$ cat config.mk
export PLATFORM = sky130hd
export DESIGN_NAME = ecc_top
export DESIGN_NICKNAME = d
export VERILOG_FILES = /design/src/ecc_field_pkg.sv /design/src/ecc_point_pkg.sv /design/src/ecc_top.sv /design/src/field_alu.sv /design/src/point_microcode.sv /design/src/point_sequencer.sv /design/src/scalar_ladder.sv
export VERILOG_INCLUDE_DIRS = /design/src
export SDC_FILE = /design/constraint.sdc
export NUM_CORES = 1
export LEC_CHECK = 0
export ABC_AREA = 1
export BUFFER_PORTS_ARGS = -buffer_cell sky130_fd_sc_hd__buf_2
export CAP_MARGIN = 20
export CORE_ASPECT_RATIO = 1.1
export CORE_MARGIN = 2
export CORE_UTILIZATION = 40
export DETAILED_ROUTE_END_ITERATION = 12
export GPL_TIMING_DRIVEN = 0
export PLACE_DENSITY = 0.54
export SLEW_MARGIN = 10
export SYNTH_ARGS = -nofsm -noshare
export SYNTH_HDL_FRONTEND = slang
export SYNTH_SLANG_ARGS = --single-unit
$ cat constraint.sdc
create_clock -name i_clk -period 7.4 [get_ports i_clk]
set_clock_uncertainty 0.05 [all_clocks]
set_input_delay 0.74 -clock i_clk [delete_from_list [all_inputs] [get_ports i_clk]]
set_output_delay 0.74 -clock i_clk [all_outputs]
set_load 0.02 [all_outputs]
$ cat src/ecc_defines.svh
`ifndef ECC_DEFINES_SVH
`define ECC_DEFINES_SVH

// field element width in bits
`define ECC_FIELD_W 16

// largest 16-bit prime
`define ECC_PRIME 65521

// curve y^2 = x^3 + a*x + b, only a enters the formulas
`define ECC_CURVE_A 3

`define ECC_SCALAR_W 8

`endif

$ cat src/ecc_field_pkg.sv
`include "ecc_defines.svh"

package ecc_field_pkg;

    typedef logic [`ECC_FIELD_W-1:0] field_elem_t;

    typedef enum logic [1:0]
    {
        OP_ADD = 2'b00,
        OP_SUB = 2'b01,
        OP_MUL = 2'b10,
        OP_DIV = 2'b11   // a / b
    } field_op_e;

    typedef struct packed
    {
        field_op_e   op;
        field_elem_t a;
        field_elem_t b;
    } field_req_t;

endpackage

$ cat src/ecc_point_pkg.sv
package ecc_point_pkg;

    import ecc_field_pkg::*;

    typedef struct packed
    {
        field_elem_t x;
        field_elem_t y;
    } point_t;

    typedef enum logic [1:0]
    {
        CMD_LOAD   = 2'd0,
        CMD_DOUBLE = 2'd1,
        CMD_ADD    = 2'd2
    } point_cmd_e;

    typedef enum logic [2:0]
    {
        SEL_QX = 3'd0,
        SEL_QY = 3'd1,
        SEL_PX = 3'd2,
        SEL_PY = 3'd3,
        SEL_T1 = 3'd4,
        SEL_T2 = 3'd5,
        SEL_T3 = 3'd6,
        SEL_A  = 3'd7   // curve constant
    } operand_sel_e;

    typedef enum logic [1:0]
    {
        DST_T1     = 2'd0,
        DST_T2     = 2'd1,
        DST_T3     = 2'd2,
        DST_COMMIT = 2'd3   // qy <= result, qx <= t3
    } dest_sel_e;

    typedef struct packed
    {
        field_op_e    op;
        operand_sel_e src_a;
        operand_sel_e src_b;
        dest_sel_e    dst;
        logic         last;
    } micro_op_t;

endpackage

$ cat src/ecc_top.sv
`timescale 1ns/100ps
`include "ecc_defines.svh"

module ecc_top
    import ecc_field_pkg::*;
    import ecc_point_pkg::*;
(
    input  logic                     i_clk,
    input  logic                     i_reset,
    input  logic                     i_req,
    input  logic [`ECC_SCALAR_W-1:0] i_scalar,
    input  point_t                   i_point,
    output logic                     o_ack,
    output point_t                   o_point
);

    logic        cmd_req;
    logic        cmd_ack;
    point_cmd_e  cmd;
    logic [3:0]  step;
    micro_op_t   uop;
    logic        alu_req;
    logic        alu_ack;
    field_req_t  alu_op;
    field_elem_t alu_result;

    scalar_ladder scalar_ladder_inst (
        .i_clk     (i_clk),
        .i_reset   (i_reset),
        .i_req     (i_req),
        .i_scalar  (i_scalar),
        .o_ack     (o_ack),
        .o_cmd_req (cmd_req),
        .o_cmd     (cmd),
        .i_cmd_ack (cmd_ack)
    );

    point_sequencer point_sequencer_inst (
        .i_clk        (i_clk),
        .i_reset      (i_reset),
        .i_point      (i_point),
        .i_cmd_req    (cmd_req),
        .i_cmd        (cmd),
        .o_cmd_ack    (cmd_ack),
        .o_step       (step),
        .i_uop        (uop),
        .o_alu_req    (alu_req),
        .o_alu        (alu_op),
        .i_alu_ack    (alu_ack),
        .i_alu_result (alu_result),
        .o_point      (o_point)
    );

    point_microcode point_microcode_inst (
        .i_cmd  (cmd),
        .i_step (step),
        .o_uop  (uop)
    );

    field_alu field_alu_inst (
        .i_clk    (i_clk),
        .i_reset  (i_reset),
        .i_req    (alu_req),
        .i_op     (alu_op),
        .o_ack    (alu_ack),
        .o_result (alu_result)
    );

endmodule

$ cat src/field_alu.sv
`timescale 1ns/100ps
`include "ecc_defines.svh"

module field_alu
    import ecc_field_pkg::*;
(
    input  logic        i_clk,
    input  logic        i_reset,
    input  logic        i_req,
    input  field_req_t  i_op,
    output logic        o_ack,
    output field_elem_t o_result
);

    localparam int W = `ECC_FIELD_W;
    localparam int CNT_W = $clog2(W);
    localparam logic [W:0] PRIME = (W+1)'(`ECC_PRIME);
    localparam logic [W-1:0] EXP = W'(`ECC_PRIME - 2);   // fermat exponent

    typedef enum logic [1:0] {ST_IDLE, ST_RUN, ST_NEXT, ST_ACK} alu_state_e;
    typedef enum logic [1:0] {JOB_LAST, JOB_SQR, JOB_MULB} alu_job_e;

    alu_state_e  state;
    alu_job_e    job;
    alu_job_e    nxt_job;
    logic [CNT_W-1:0] bit_cnt;
    logic [CNT_W-1:0] exp_idx;
    field_elem_t mul_acc;
    field_elem_t mul_x;
    field_elem_t mul_y;
    field_elem_t nxt_y;
    field_elem_t dbl_acc;
    field_elem_t step_acc;

    function automatic field_elem_t mod_add(input field_elem_t a, input field_elem_t b);
        logic [W:0] s;
        s = {1'b0, a} + {1'b0, b};
        if (s >= PRIME)
        begin
            s = s - PRIME;
        end
        return s[W-1:0];
    endfunction

    function automatic field_elem_t mod_sub(input field_elem_t a, input field_elem_t b);
        logic [W:0] d;
        d = {1'b0, a} - {1'b0, b};
        if (a < b)
        begin
            d = d + PRIME;   // wraps back into range
        end
        return d[W-1:0];
    endfunction

    // one msb-first multiplier bit per cycle
    assign dbl_acc  = mod_add(mul_acc, mul_acc);
    assign step_acc = mul_y[bit_cnt] ? mod_add(dbl_acc, mul_x) : dbl_acc;

    // square-and-multiply walk for division
    always_comb
    begin
        nxt_job = JOB_SQR;
        nxt_y   = mul_acc;
        if (job == JOB_SQR && EXP[exp_idx])
        begin
            nxt_job = JOB_MULB;
            nxt_y   = i_op.b;
        end
        else if (exp_idx == '0)
        begin
            nxt_job = JOB_LAST;   // times numerator
            nxt_y   = i_op.a;
        end
    end

    always_ff @(posedge i_clk or posedge i_reset)
    begin
        if (i_reset)
        begin
            state   <= ST_IDLE;
            job     <= JOB_LAST;
            bit_cnt <= '0;
            exp_idx <= '0;
        end
        else
        begin
            case (state)
                ST_IDLE:
                begin
                    bit_cnt <= CNT_W'(W - 1);
                    exp_idx <= CNT_W'(W - 1);
                    if (i_req)
                    begin
                        job   <= (i_op.op == OP_DIV) ? JOB_SQR : JOB_LAST;
                        state <= (i_op.op == OP_ADD || i_op.op == OP_SUB) ? ST_ACK : ST_RUN;
                    end
                end
                ST_RUN:
                begin
                    bit_cnt <= bit_cnt - 1'b1;
                    if (bit_cnt == '0)
                    begin
                        state <= ST_NEXT;
                    end
                end
                ST_NEXT:
                begin
                    bit_cnt <= CNT_W'(W - 1);
                    if (job == JOB_LAST)
                    begin
                        state <= ST_ACK;
                    end
                    else
                    begin
                        job   <= nxt_job;
                        state <= ST_RUN;
                        if (nxt_job == JOB_SQR)
                        begin
                            exp_idx <= exp_idx - 1'b1;
                        end
                    end
                end
                default:
                begin
                    if (!i_req)
                    begin
                        state <= ST_IDLE;
                    end
                end
            endcase
        end
    end

    always_ff @(posedge i_clk)
    begin
        case (state)
            ST_IDLE:
            begin
                mul_acc <= '0;
                mul_x   <= (i_op.op == OP_DIV) ? field_elem_t'(1) : i_op.a;   // r = 1
                mul_y   <= (i_op.op == OP_DIV) ? field_elem_t'(1) : i_op.b;
                o_result <= (i_op.op == OP_SUB) ? mod_sub(i_op.a, i_op.b)
                                                : mod_add(i_op.a, i_op.b);
            end
            ST_RUN:
            begin
                mul_acc <= step_acc;
            end
            ST_NEXT:
            begin
                mul_acc <= '0;
                mul_x   <= mul_acc;
                mul_y   <= nxt_y;
                if (job == JOB_LAST)
                begin
                    o_result <= mul_acc;
                end
            end
            default:
            begin
                mul_acc <= mul_acc;
            end
        endcase
    end

    assign o_ack = (state == ST_ACK);

    a_ack_needs_req: assert property (@(posedge i_clk) disable iff (i_reset)
        $rose(o_ack) |-> i_req);

endmodule

$ cat src/point_microcode.sv
`timescale 1ns/100ps

module point_microcode
    import ecc_field_pkg::*;
    import ecc_point_pkg::*;
(
    input  point_cmd_e i_cmd,
    input  logic [3:0] i_step,
    output micro_op_t  o_uop
);

    logic [3:0]   tail_step;
    operand_sel_e xo_sel;

    function automatic micro_op_t mk_uop(input field_op_e op, input operand_sel_e a,
                                         input operand_sel_e b, input dest_sel_e d,
                                         input logic last);
        return '{op: op, src_a: a, src_b: b, dst: d, last: last};
    endfunction

    always_comb
    begin
        xo_sel    = (i_cmd == CMD_DOUBLE) ? SEL_QX : SEL_PX;
        tail_step = (i_cmd == CMD_DOUBLE) ? i_step - 4'd6 : i_step - 4'd3;
        o_uop     = mk_uop(OP_SUB, SEL_T2, SEL_QY, DST_COMMIT, 1'b1);

        if (i_cmd == CMD_DOUBLE && i_step < 4'd6)
        begin
            case (i_step)
                4'd0:    o_uop = mk_uop(OP_MUL, SEL_QX, SEL_QX, DST_T1, 1'b0);
                4'd1:    o_uop = mk_uop(OP_ADD, SEL_T1, SEL_T1, DST_T2, 1'b0);
                4'd2:    o_uop = mk_uop(OP_ADD, SEL_T2, SEL_T1, DST_T1, 1'b0);   // 3x^2
                4'd3:    o_uop = mk_uop(OP_ADD, SEL_T1, SEL_A,  DST_T1, 1'b0);
                4'd4:    o_uop = mk_uop(OP_ADD, SEL_QY, SEL_QY, DST_T2, 1'b0);
                default: o_uop = mk_uop(OP_DIV, SEL_T1, SEL_T2, DST_T1, 1'b0);   // lambda
            endcase
        end
        else if (i_cmd == CMD_ADD && i_step < 4'd3)
        begin
            case (i_step)
                4'd0:    o_uop = mk_uop(OP_SUB, SEL_PY, SEL_QY, DST_T1, 1'b0);
                4'd1:    o_uop = mk_uop(OP_SUB, SEL_PX, SEL_QX, DST_T2, 1'b0);
                default: o_uop = mk_uop(OP_DIV, SEL_T1, SEL_T2, DST_T1, 1'b0);
            endcase
        end
        else
        begin
            // shared tail, lambda sits in t1
            case (tail_step)
                4'd0:    o_uop = mk_uop(OP_MUL, SEL_T1, SEL_T1, DST_T2, 1'b0);
                4'd1:    o_uop = mk_uop(OP_SUB, SEL_T2, SEL_QX, DST_T2, 1'b0);
                4'd2:    o_uop = mk_uop(OP_SUB, SEL_T2, xo_sel, DST_T3, 1'b0);   // new x
                4'd3:    o_uop = mk_uop(OP_SUB, SEL_QX, SEL_T3, DST_T2, 1'b0);
                4'd4:    o_uop = mk_uop(OP_MUL, SEL_T1, SEL_T2, DST_T2, 1'b0);
                default: o_uop = mk_uop(OP_SUB, SEL_T2, SEL_QY, DST_COMMIT, 1'b1);
            endcase
        end
    end

endmodule

$ cat src/point_sequencer.sv
`timescale 1ns/100ps
`include "ecc_defines.svh"

module point_sequencer
    import ecc_field_pkg::*;
    import ecc_point_pkg::*;
(
    input  logic        i_clk,
    input  logic        i_reset,
    input  point_t      i_point,
    input  logic        i_cmd_req,
    input  point_cmd_e  i_cmd,
    output logic        o_cmd_ack,
    output logic [3:0]  o_step,
    input  micro_op_t   i_uop,
    output logic        o_alu_req,
    output field_req_t  o_alu,
    input  logic        i_alu_ack,
    input  field_elem_t i_alu_result,
    output point_t      o_point
);

    localparam field_elem_t CURVE_A = field_elem_t'(`ECC_CURVE_A);

    typedef enum logic [1:0] {SQ_IDLE, SQ_REQ, SQ_DROP, SQ_ACK} seq_state_e;

    seq_state_e  state;
    point_t      q_reg;   // accumulator
    point_t      p_reg;   // base point
    field_elem_t t1;
    field_elem_t t2;
    field_elem_t t3;

    function automatic field_elem_t pick(input operand_sel_e sel);
        case (sel)
            SEL_QX:  return q_reg.x;
            SEL_QY:  return q_reg.y;
            SEL_PX:  return p_reg.x;
            SEL_PY:  return p_reg.y;
            SEL_T1:  return t1;
            SEL_T2:  return t2;
            SEL_T3:  return t3;
            default: return CURVE_A;
        endcase
    endfunction

    assign o_alu     = '{op: i_uop.op, a: pick(i_uop.src_a), b: pick(i_uop.src_b)};
    assign o_alu_req = (state == SQ_REQ);
    assign o_cmd_ack = (state == SQ_ACK);
    assign o_point   = q_reg;

    always_ff @(posedge i_clk or posedge i_reset)
    begin
        if (i_reset)
        begin
            state  <= SQ_IDLE;
            o_step <= '0;
        end
        else
        begin
            case (state)
                SQ_IDLE:
                begin
                    o_step <= '0;
                    if (i_cmd_req)
                    begin
                        state <= (i_cmd == CMD_LOAD) ? SQ_ACK : SQ_REQ;
                    end
                end
                SQ_REQ:
                begin
                    if (i_alu_ack)
                    begin
                        state <= SQ_DROP;
                    end
                end
                SQ_DROP:
                begin
                    if (!i_alu_ack)
                    begin
                        state  <= i_uop.last ? SQ_ACK : SQ_REQ;
                        o_step <= o_step + 1'b1;
                    end
                end
                default:
                begin
                    if (!i_cmd_req)
                    begin
                        state <= SQ_IDLE;
                    end
                end
            endcase
        end
    end

    always_ff @(posedge i_clk)
    begin
        if (state == SQ_IDLE && i_cmd_req && i_cmd == CMD_LOAD)
        begin
            p_reg <= i_point;
            q_reg <= i_point;
        end
        if (state == SQ_REQ && i_alu_ack)
        begin
            case (i_uop.dst)
                DST_T1: t1 <= i_alu_result;
                DST_T2: t2 <= i_alu_result;
                DST_T3: t3 <= i_alu_result;
                default:
                begin
                    q_reg.x <= t3;
                    q_reg.y <= i_alu_result;
                end
            endcase
        end
    end

    a_alu_stable: assert property (@(posedge i_clk) disable iff (i_reset)
        o_alu_req && $past(o_alu_req) |-> $stable(o_alu));

endmodule

$ cat src/scalar_ladder.sv
`timescale 1ns/100ps
`include "ecc_defines.svh"

module scalar_ladder
    import ecc_point_pkg::*;
(
    input  logic                     i_clk,
    input  logic                     i_reset,
    input  logic                     i_req,
    input  logic [`ECC_SCALAR_W-1:0] i_scalar,
    output logic                     o_ack,
    output logic                     o_cmd_req,
    output point_cmd_e               o_cmd,
    input  logic                     i_cmd_ack
);

    localparam int KW = `ECC_SCALAR_W;
    localparam int CW = $clog2(KW);

    typedef enum logic [2:0] {LD_IDLE, LD_CMD, LD_WAIT, LD_SKIP, LD_NEXT, LD_DONE} ladder_e;

    ladder_e       state;
    logic [KW-1:0] key;
    logic [CW-1:0] bit_idx;   // key-bit counter

    always_ff @(posedge i_clk or posedge i_reset)
    begin
        if (i_reset)
        begin
            state   <= LD_IDLE;
            o_cmd   <= CMD_LOAD;
            bit_idx <= '0;
        end
        else
        begin
            case (state)
                LD_IDLE:
                begin
                    if (i_req)
                    begin
                        bit_idx <= CW'(KW - 1);
                        o_cmd   <= CMD_LOAD;
                        state   <= LD_CMD;
                    end
                end
                LD_CMD:
                begin
                    if (i_cmd_ack)
                    begin
                        state <= LD_WAIT;
                    end
                end
                LD_WAIT:
                begin
                    if (!i_cmd_ack)
                    begin
                        if (o_cmd == CMD_LOAD)
                        begin
                            state <= LD_SKIP;
                        end
                        else if (o_cmd == CMD_DOUBLE && key[bit_idx])
                        begin
                            o_cmd <= CMD_ADD;
                            state <= LD_CMD;
                        end
                        else
                        begin
                            state <= LD_NEXT;
                        end
                    end
                end
                LD_SKIP:
                begin
                    // leading zeros cost one cycle each
                    if (key[bit_idx] || bit_idx == '0)
                    begin
                        state <= LD_NEXT;
                    end
                    else
                    begin
                        bit_idx <= bit_idx - 1'b1;
                    end
                end
                LD_NEXT:
                begin
                    if (bit_idx == '0)
                    begin
                        state <= LD_DONE;
                    end
                    else
                    begin
                        bit_idx <= bit_idx - 1'b1;
                        o_cmd   <= CMD_DOUBLE;
                        state   <= LD_CMD;
                    end
                end
                default:
                begin
                    if (!i_req)
                    begin
                        state <= LD_IDLE;
                    end
                end
            endcase
        end
    end

    always_ff @(posedge i_clk)
    begin
        if (state == LD_IDLE && i_req)
        begin
            key <= i_scalar;
        end
    end

    assign o_cmd_req = (state == LD_CMD);
    assign o_ack     = (state == LD_DONE);

    a_req_after_ack_low: assert property (@(posedge i_clk) disable iff (i_reset)
        $rose(o_cmd_req) |-> !i_cmd_ack);

endmodule
==> impl_metrics.env, run 1 <==
export IMPL_status="complete, no violations"
export IMPL_grt_pass1_vias=12850
export IMPL_dpl_cell_count=2435
export IMPL_nets=2092
export IMPL_worstSetupStartpointType="flop"
export IMPL_whs_ns=0.1566
export IMPL_vias_per_cell=5.413
export IMPL_drt_iter0_drc=1386
export IMPL_crit_fanout=10
export IMPL_gr_usage_all_layers=0.2638
export IMPL_holdBufCountCts=0
export IMPL_finalCritPeriodShare=0.9423
export IMPL_yosys_area_top_type="edfxtp_1"
export IMPL_cp_end_kind="flop"
export IMPL_insertedDiodeCount=0
export IMPL_core_area_sq_um=35310
export IMPL_final_antenna_net_count=0
export IMPL_setup_tns_ns=0
export IMPL_clock_latency_ns=0.56
export IMPL_portBuffers=75
export IMPL_cts_sinks=210
export IMPL_ys_top_cells_by_count="nand2_1 (349), inv_1 (277), nor2_1 (196)"
export IMPL_synth_cells=1869
export IMPL_gp_congestion=0.9870
export IMPL_crit_type="reg -> reg"
export IMPL_critPathMaxStageDelay_ns=0.47
export IMPL_min_path_type="in -> async"
export IMPL_async_reset_ff_frac=0.1238
export IMPL_instances_no_fill=2481
export IMPL_cts_max_path_buffers=3
export IMPL_tightest_slew_ns=1.048
export IMPL_fill_cells=3651
export IMPL_drc=0
export IMPL_reg2reg_depth=29
export IMPL_ys_top_cells_by_area="edfxtp_1 (32%), nand2_1 (9.1%), inv_1 (7.2%), ha_1 (5.7%), nor2_1 (5.1%)"
export IMPL_yosys_warnings=0
export IMPL_core_rowCount=72
export IMPL_drive_gt1_frac=0.1175
export IMPL_wl_um=49580
export IMPL_finalCriticalPeriod_ns=6.973
export IMPL_dpl_hpwl_um=38740
export IMPL_clk_pin_slew_ns=0.06
export IMPL_htreeDepth=1
export IMPL_synthToLayoutAreaGrowth_pct=14.43
export IMPL_wl_per_cell_um=19.98
export IMPL_grt_pass1_wl_um=74700
export IMPL_synthMostInstantiatedCell="nand2_1"
export IMPL_yosysTopAreaCellShare=0.3174
export IMPL_netlist_area_sq_um=14380
export IMPL_critPathSlowestCell="fa_1"
export IMPL_pre_cts_slack_ns=-0.2926
export IMPL_io_pins=76
export IMPL_num_vias=13430
export IMPL_reg2reg_to="field_alu_inst.o_result[7]"
export IMPL_numCtsBuffers=25
export IMPL_antenna_found_initial=0
export IMPL_synth_ff_type="edfxtp_1"
export IMPL_cts_tree="done"
export IMPL_synth_distinct_cells=59
export IMPL_drv_cap=0
export IMPL_timing_final_ws_setup_ns=0.4267
export IMPL_ys_ff_latch=210
export IMPL_syn_nets=1980
export IMPL_grt_ovfl_total=0
export IMPL_syn_area_per_cell_sq_um=7.694
export IMPL_die_x_um=184.8
export IMPL_slew_headroom=0.2986
export IMPL_setup_viol=0
export IMPL_r2r_setup_slack_ns=0.43
export IMPL_first_pass_iters=6
export IMPL_clockRootBuffer="clkbuf_16"
export IMPL_synth_edf_count=152
export IMPL_grt_start_max_net_pins=38
export IMPL_yosysSeqAreaShare=0.4072
export IMPL_slew_viol_final=0
export IMPL_hold_violations=0
export IMPL_die_height_um=202.9
export IMPL_required_ns=7.58
export IMPL_reg2reg_from="point_sequencer_inst.o_step[1]"
export IMPL_fmaxAchievable_ghz=0.1434
export IMPL_crit_top_cell="nand2_1"
export IMPL_arrival_ns=7.15
export IMPL_start_util=0.4072
export IMPL_dieArea_sq_um=37480
[logic make-up (layout without fill, tap and decap cells)]
family,Yosys count,count (layout),share of synthesized area
and+or+nand+nor,787,787,0.2446
AOI/OAI and AO/OA,413,413,0.1651
buffers and inverters,339,470,0.09006
DFF,210,210,0.4072
adders and majority gates,68,68,0.06073
xor gates and xnor gates,50,50,0.03098
muxes,2,2,0.001392
[how the worst max path moves through the flow]
stage,to,from
finish,field_alu_inst.o_result[7],point_sequencer_inst.o_step[1]
global route,field_alu_inst.o_result[7],point_sequencer_inst.o_step[1]
CTS,field_alu_inst.o_result[7],point_sequencer_inst.o_step[1]
detailed placement,field_alu_inst.o_result[7],point_sequencer_inst.o_step[1]
global placement,field_alu_inst.o_result[7],point_sequencer_inst.o_step[1]
floorplan,field_alu_inst.o_result[7],point_sequencer_inst.o_step[2]
[worst max-delay path: cells and delay by family (launching register included)]
kind | cells | cell delay (ns)
DFF | 1 | 0.46
and+or+nand+nor | 15 | 2.61
adders and majority gates | 3 | 1.18
AOI/OAI and AO/OA | 6 | 1.37
xor gates and xnor gates | 1 | 0.22
buffers and inverters | 4 | 0.73
[per-stage QoR]
step                area (sq um)  utilization
finish                     16460       0.4660
global route               16460       0.4660
CTS                        16350       0.4631
detailed placement         15520       0.4394
global placement           15360       0.4349
floorplan                  14380            -
[routing by layer]
| layer | up-vias | routed length, um | GRT usage |
|---|---|---|---|
| li1 | 6529 | - | - |
| met1 | 6307 | 21320 | 0.3536 |
| met2 | 506 | 23120 | 0.4331 |
| met3 | 87 | 3494 | 0.03803 |
| met4 | 0 | 1651 | 0.09552 |
| met5 | - | 0 | 0 |
[layout make-up]
cell class | count | area [sq um] | area share
timing repair buffer | 87 | 544.3 | 0.03307
inverter | 296 | 1111 | 0.06752
multi-input combinational | 1320 | 7352 | 0.4468
clock inverter | 12 | 136.4 | 0.008288
buffer | 41 | 185.2 | 0.01125
sequential | 210 | 5856 | 0.3558
tap | 481 | 601.8 | 0.03657
clock buffer | 34 | 669.4 | 0.04068
[layout by cell type, fill, tap and decap left out, types with 35 or more instances in the layout]
cell	instances
nand2_1	349
o21ai_0	146
nor2_1	193
inv_1	277
edfxtp_1	152
clkbuf_1	35
xor2_1	43
nand3_1	103
a21oi_1	145
buf_2	84
ha_1	64
[what timing repair did]
item | 4_1_cts | 5_1_grt
buffers inserted | 0 | 0
resized for setup | 6 | 15
hold endpoints to repair | 0 | 0
endpoints found under the setup margin | 15 | 16
Power of run 1 is not shown: default switching activity piles up to over one toggle a cycle in this logic, so the estimate is an artifact.
==> inputs of run 2 (changes only) <==
Settings changed: MAX_ROUTING_LAYER set to met4.
==> impl_metrics.env, run 2 (same netlist as run 1, synthesis figures left out) <==
export IMPL_status="complete, no violations"
export IMPL_cts_setup_buffers=0
export IMPL_core_rowCount=72
export IMPL_grt_pass1_vias=12900
export IMPL_reg2reg_depth=36
export IMPL_required_ns=7.62
export IMPL_clk_pin_slew_ns=0.06
export IMPL_start_util=0.4072
export IMPL_portBuffers=75
export IMPL_fin_util=0.4656
export IMPL_reg2reg_from="point_sequencer_inst.o_step[0]"
export IMPL_gp_congestion=1.014
export IMPL_arrival_ns=7.21
export IMPL_die_height_um=202.9
export IMPL_setup_viol=0
export IMPL_layout_commonest_cell="nand2_1"
export IMPL_finalCritPeriodShare=0.9440
export IMPL_hold_violations=0
export IMPL_numCtsBuffers=25
export IMPL_crit_type="reg -> reg"
export IMPL_critPathSlowestCell="ha_1"
export IMPL_rsz0062_at_grt="no"
export IMPL_instances_no_fill=2481
export IMPL_drv_cap=0
export IMPL_dpl_hpwl_um=39510
export IMPL_wl_per_cell_um=20.40
export IMPL_grt_pass1_wl_um=76320
export IMPL_pre_cts_slack_ns=-0.3212
export IMPL_nets=2092
export IMPL_critPathLaunch="point_sequencer_inst.o_step[0]"
export IMPL_antenna_found_initial=0
export IMPL_cts_sinks=210
export IMPL_insertedDiodeCount=0
export IMPL_slew_headroom=0.3088
export IMPL_final_antenna_net_count=0
export IMPL_crit_top_cell="nand2_1"
export IMPL_cts_max_path_buffers=3
export IMPL_worstSetupStartpointType="flop"
export IMPL_vias_per_cell=5.451
export IMPL_clock_latency_ns=0.57
export IMPL_synthToLayoutAreaGrowth_pct=14.35
export IMPL_setup_tns_ns=0
export IMPL_num_vias=13520
export IMPL_first_pass_iters=5
export IMPL_clockRootBuffer="clkbuf_16"
export IMPL_fill_cells=3632
export IMPL_tightest_slew_ns=1.027
export IMPL_grt_start_max_net_pins=38
export IMPL_min_path_type="in -> async"
export IMPL_fmaxAchievable_ghz=0.1432
export IMPL_drive_gt1_frac=0.1175
export IMPL_grt_ovfl_total=0
export IMPL_wl_um=50610
export IMPL_dieArea_sq_um=37480
export IMPL_drc=0
export IMPL_final_cell_mix="nand2_1 (348), inv_1 (277), nor2_1 (193), edfxtp_1 (152)"
export IMPL_cp_end_kind="flop"
export IMPL_crit_fanout=10
export IMPL_core_area_sq_um=35310
export IMPL_timing_final_ws_setup_ns=0.4146
export IMPL_finalCriticalPeriod_ns=6.985
export IMPL_io_pins=76
export IMPL_drt_iter0_drc=1295
export IMPL_slew_viol_final=0
export IMPL_gr_usage_all_layers=0.2770
export IMPL_htreeDepth=1
export IMPL_dpl_cell_count=2437
export IMPL_die_x_um=184.8
export IMPL_critPathMaxStageDelay_ns=0.47
export IMPL_cts_tree="done"
[run 2: changes by cell type in the layout (fill, tap and decap cells not counted), moves of 2 or more]
| cell | before | now |
|---|---|---|
| buf_2 | 84 | 87 |
| clkbuf_1 | 35 | 32 |
| clkbuf_8 | 1 | 3 |
| nor4_1 | 9 | 11 |
| nor4_4 | 5 | 3 |
| clkinv_2 | 2 | 4 |
[run 2: layout make-up]
class	count	area, sq um	share of cell area
Buffer	41	181.4	0.01103
Clock buffer	33	706.9	0.04299
Inverter	296	1111	0.06757
Timing Repair Buffer	87	519.2	0.03158
Clock inverter	13	152.6	0.009283
Sequential cell	210	5856	0.3561
Multi-Input combinational cell	1320	7315	0.4448
Tap cell	481	601.8	0.03660
[run 2: critical path, delay by kind of cell, from the launching register on]
kind	cells	cell delay (ns)
adder cells (fa/ha/maj)	2	0.79
XOR/XNOR	1	0.29
buffers and inverters	8	1.31
flip-flops	1	0.45
AND/OR/NAND/NOR	18	2.76
AO/OA/AOI/OAI	7	1.03
[run 2: worst paths after layout]
kind / to / slack (ns)
setup reg to reg: field_alu_inst.o_result[7] / 0.41
hold / removal: scalar_ladder_inst.state[2] / 0.15
max in group asynchronous: field_alu_inst.job[1] / 6.64
setup / recovery: field_alu_inst.o_result[7] / 0.41
hold reg to reg: scalar_ladder_inst.bit_idx[2] / 0.46
min in group i_clk: scalar_ladder_inst.key[1] / 0.30
[run 2: layer usage]
layer | track usage | vias to the layer above | share of wire
met4 | 0.08617 | 0 | 0.033
met1 | 0.3589 | 6445 | 0.44
met2 | 0.4545 | 456 | 0.47
met3 | 0.03085 | 108 | 0.059
li1 | - | 6514 | -
met5 | - | - | 0
[run 2: metrics by stage]
| step | hold WS (ns) | area (sq um) |
|---|---|---|
| 3_5_place_dp | 0.4485 | 15530 |
| 3_3_place_gp | 0.4406 | 15360 |
| 5_1_grt | 0.1926 | 16440 |
| 6_report | 0.1545 | 16440 |
| 4_1_cts | 0.1679 | 16410 |
| 2_1_floorplan | 0.4144 | 14380 |
[run 2: repair_timing]
item,4_1_cts,5_1_grt
setup endpoints to repair,16,16
hold buffers,0,0
gates resized for setup,5,9
pin swaps,0,0
Power of run 2 is left out for the same reason.
==> inputs of run 3 (changes only) <==
Settings changed: REMOVE_ABC_BUFFERS set to 1.
==> impl_metrics.env, run 3 (same netlist as run 1, synthesis figures left out) <==
export IMPL_status="complete, no violations"
export IMPL_grt_pass1_wl_um=71350
export IMPL_cts_sinks=210
export IMPL_die_x_um=184.8
export IMPL_cts_tree="done"
export IMPL_final_antenna_net_count=0
export IMPL_grt_start_max_net_pins=81
export IMPL_min_path_type="in -> async"
export IMPL_final_cell_mix="nand2_1 (345), inv_1 (275), nor2_1 (191), edfxtp_1 (152)"
export IMPL_reg2reg_depth=31
export IMPL_first_pass_iters=5
export IMPL_num_vias=13090
export IMPL_hold_violations=0
export IMPL_nets=2053
export IMPL_required_ns=7.59
export IMPL_io_pins=76
export IMPL_vias_per_cell=5.364
export IMPL_synthToLayoutAreaGrowth_pct=12.96
export IMPL_numCtsBuffers=24
export IMPL_crit_top_cell="nand2_1"
export IMPL_r2r_setup_slack_ns=0.45
export IMPL_dpl_hpwl_um=35500
export IMPL_dieArea_sq_um=37480
export IMPL_wl_um=46200
export IMPL_critPathSlowestCell="nor4_1"
export IMPL_cpLargestDelayFamily="simple AND/OR/NAND/NOR gates"
export IMPL_fmaxAchievable_ghz=0.1438
export IMPL_cp_end_kind="flop"
export IMPL_clock_latency_ns=0.55
export IMPL_insertedDiodeCount=0
export IMPL_slew_viol_final=0
export IMPL_gr_usage_all_layers=0.2540
export IMPL_cp_depth=31
export IMPL_gp_congestion=0.9225
export IMPL_setup_tns_ns=0
export IMPL_layout_commonest_cell="nand2_1"
export IMPL_fill_cells=3648
export IMPL_finalCriticalPeriod_ns=6.955
export IMPL_rsz0062_at_grt="no"
export IMPL_crit_type="reg -> reg"
export IMPL_clk_pin_slew_ns=0.06
export IMPL_crit_fanout=30
export IMPL_drt_iter0_drc=1070
export IMPL_drive_gt1_frac=0.1194
export IMPL_cts_max_path_buffers=3
export IMPL_arrival_ns=7.15
export IMPL_start_util=0.4072
export IMPL_grt_pass1_vias=12610
export IMPL_antenna_found_initial=0
export IMPL_worstSetupStartpointType="flop"
export IMPL_critPathMaxStageDelay_ns=0.52
export IMPL_core_rowCount=72
export IMPL_drv_cap=0
export IMPL_finalCritPeriodShare=0.9398
export IMPL_drc=0
export IMPL_portBuffers=75
export IMPL_die_height_um=202.9
export IMPL_clockRootBuffer="clkbuf_16"
export IMPL_path_buf_inv=4
export IMPL_tightest_slew_ns=1.047
export IMPL_grt_ovfl_total=0
export IMPL_htreeDepth=1
export IMPL_wl_per_cell_um=18.93
export IMPL_core_area_sq_um=35310
export IMPL_slew_headroom=0.2958
export IMPL_setup_viol=0
-- run 3: per-layer routing --
metal	global-route usage	up-vias	share of wire
met5	-	-	0
li1	-	6442	-
met2	0.4271	364	0.49
met3	0.02135	70	0.045
met1	0.3313	6218	0.44
met4	0.06321	0	0.025
-- run 3: final timing paths --
kind	start	endpoint
setup reg to reg	point_sequencer_inst.o_step[2]	field_alu_inst.o_result[7]
max in group asynchronous	i_reset	scalar_ladder_inst.o_cmd[1]
hold reg to reg	field_alu_inst.o_result[1]	point_sequencer_inst.t3[1]
min in group i_clk	i_scalar[7]	scalar_ladder_inst.key[7]
hold / removal	i_reset	field_alu_inst.bit_cnt[3]
setup / recovery	point_sequencer_inst.o_step[2]	field_alu_inst.o_result[7]
-- run 3: per-stage QoR --
stage          instances  setup WS (ns)    util  area [sq um]  hold slack, ns
3_5_place_dp        2392        -0.5919  0.4342         15330          0.4494
3_3_place_gp        2382        -0.6545  0.4297         15170          0.4430
6_report            2441         0.4453  0.4600         16240          0.2052
4_1_cts             2439        0.01962  0.4572         16150          0.2922
5_1_grt             2441       0.002251  0.4600         16240          0.2431
2_1_floorplan       1826          1.877       -         14200          0.4144
-- run 3: layout make-up --
type | count | area (sq um) | area share
Tap cell | 481 | 601.8 | 0.03705
Inverter | 296 | 1122 | 0.06909
Multi-Input combinational cell | 1320 | 7310 | 0.4500
Timing Repair Buffer | 90 | 574.3 | 0.03535
Sequential cell | 210 | 5856 | 0.3605
Clock buffer | 30 | 653.1 | 0.04021
Clock inverter | 14 | 127.6 | 0.007856
-- run 3: what timing repair did --
| item | 4_1_cts | 5_1_grt |
|---|---|---|
| hold endpoints to repair | 0 | 0 |
| gates resized for setup | 2 | 15 |
| buffers inserted | 3 | 0 |
| endpoints found under the setup margin | 15 | 15 |
| hold buffers | 0 | 0 |
| gates cloned | 0 | 0 |
Power of run 3 is left out for the same reason.
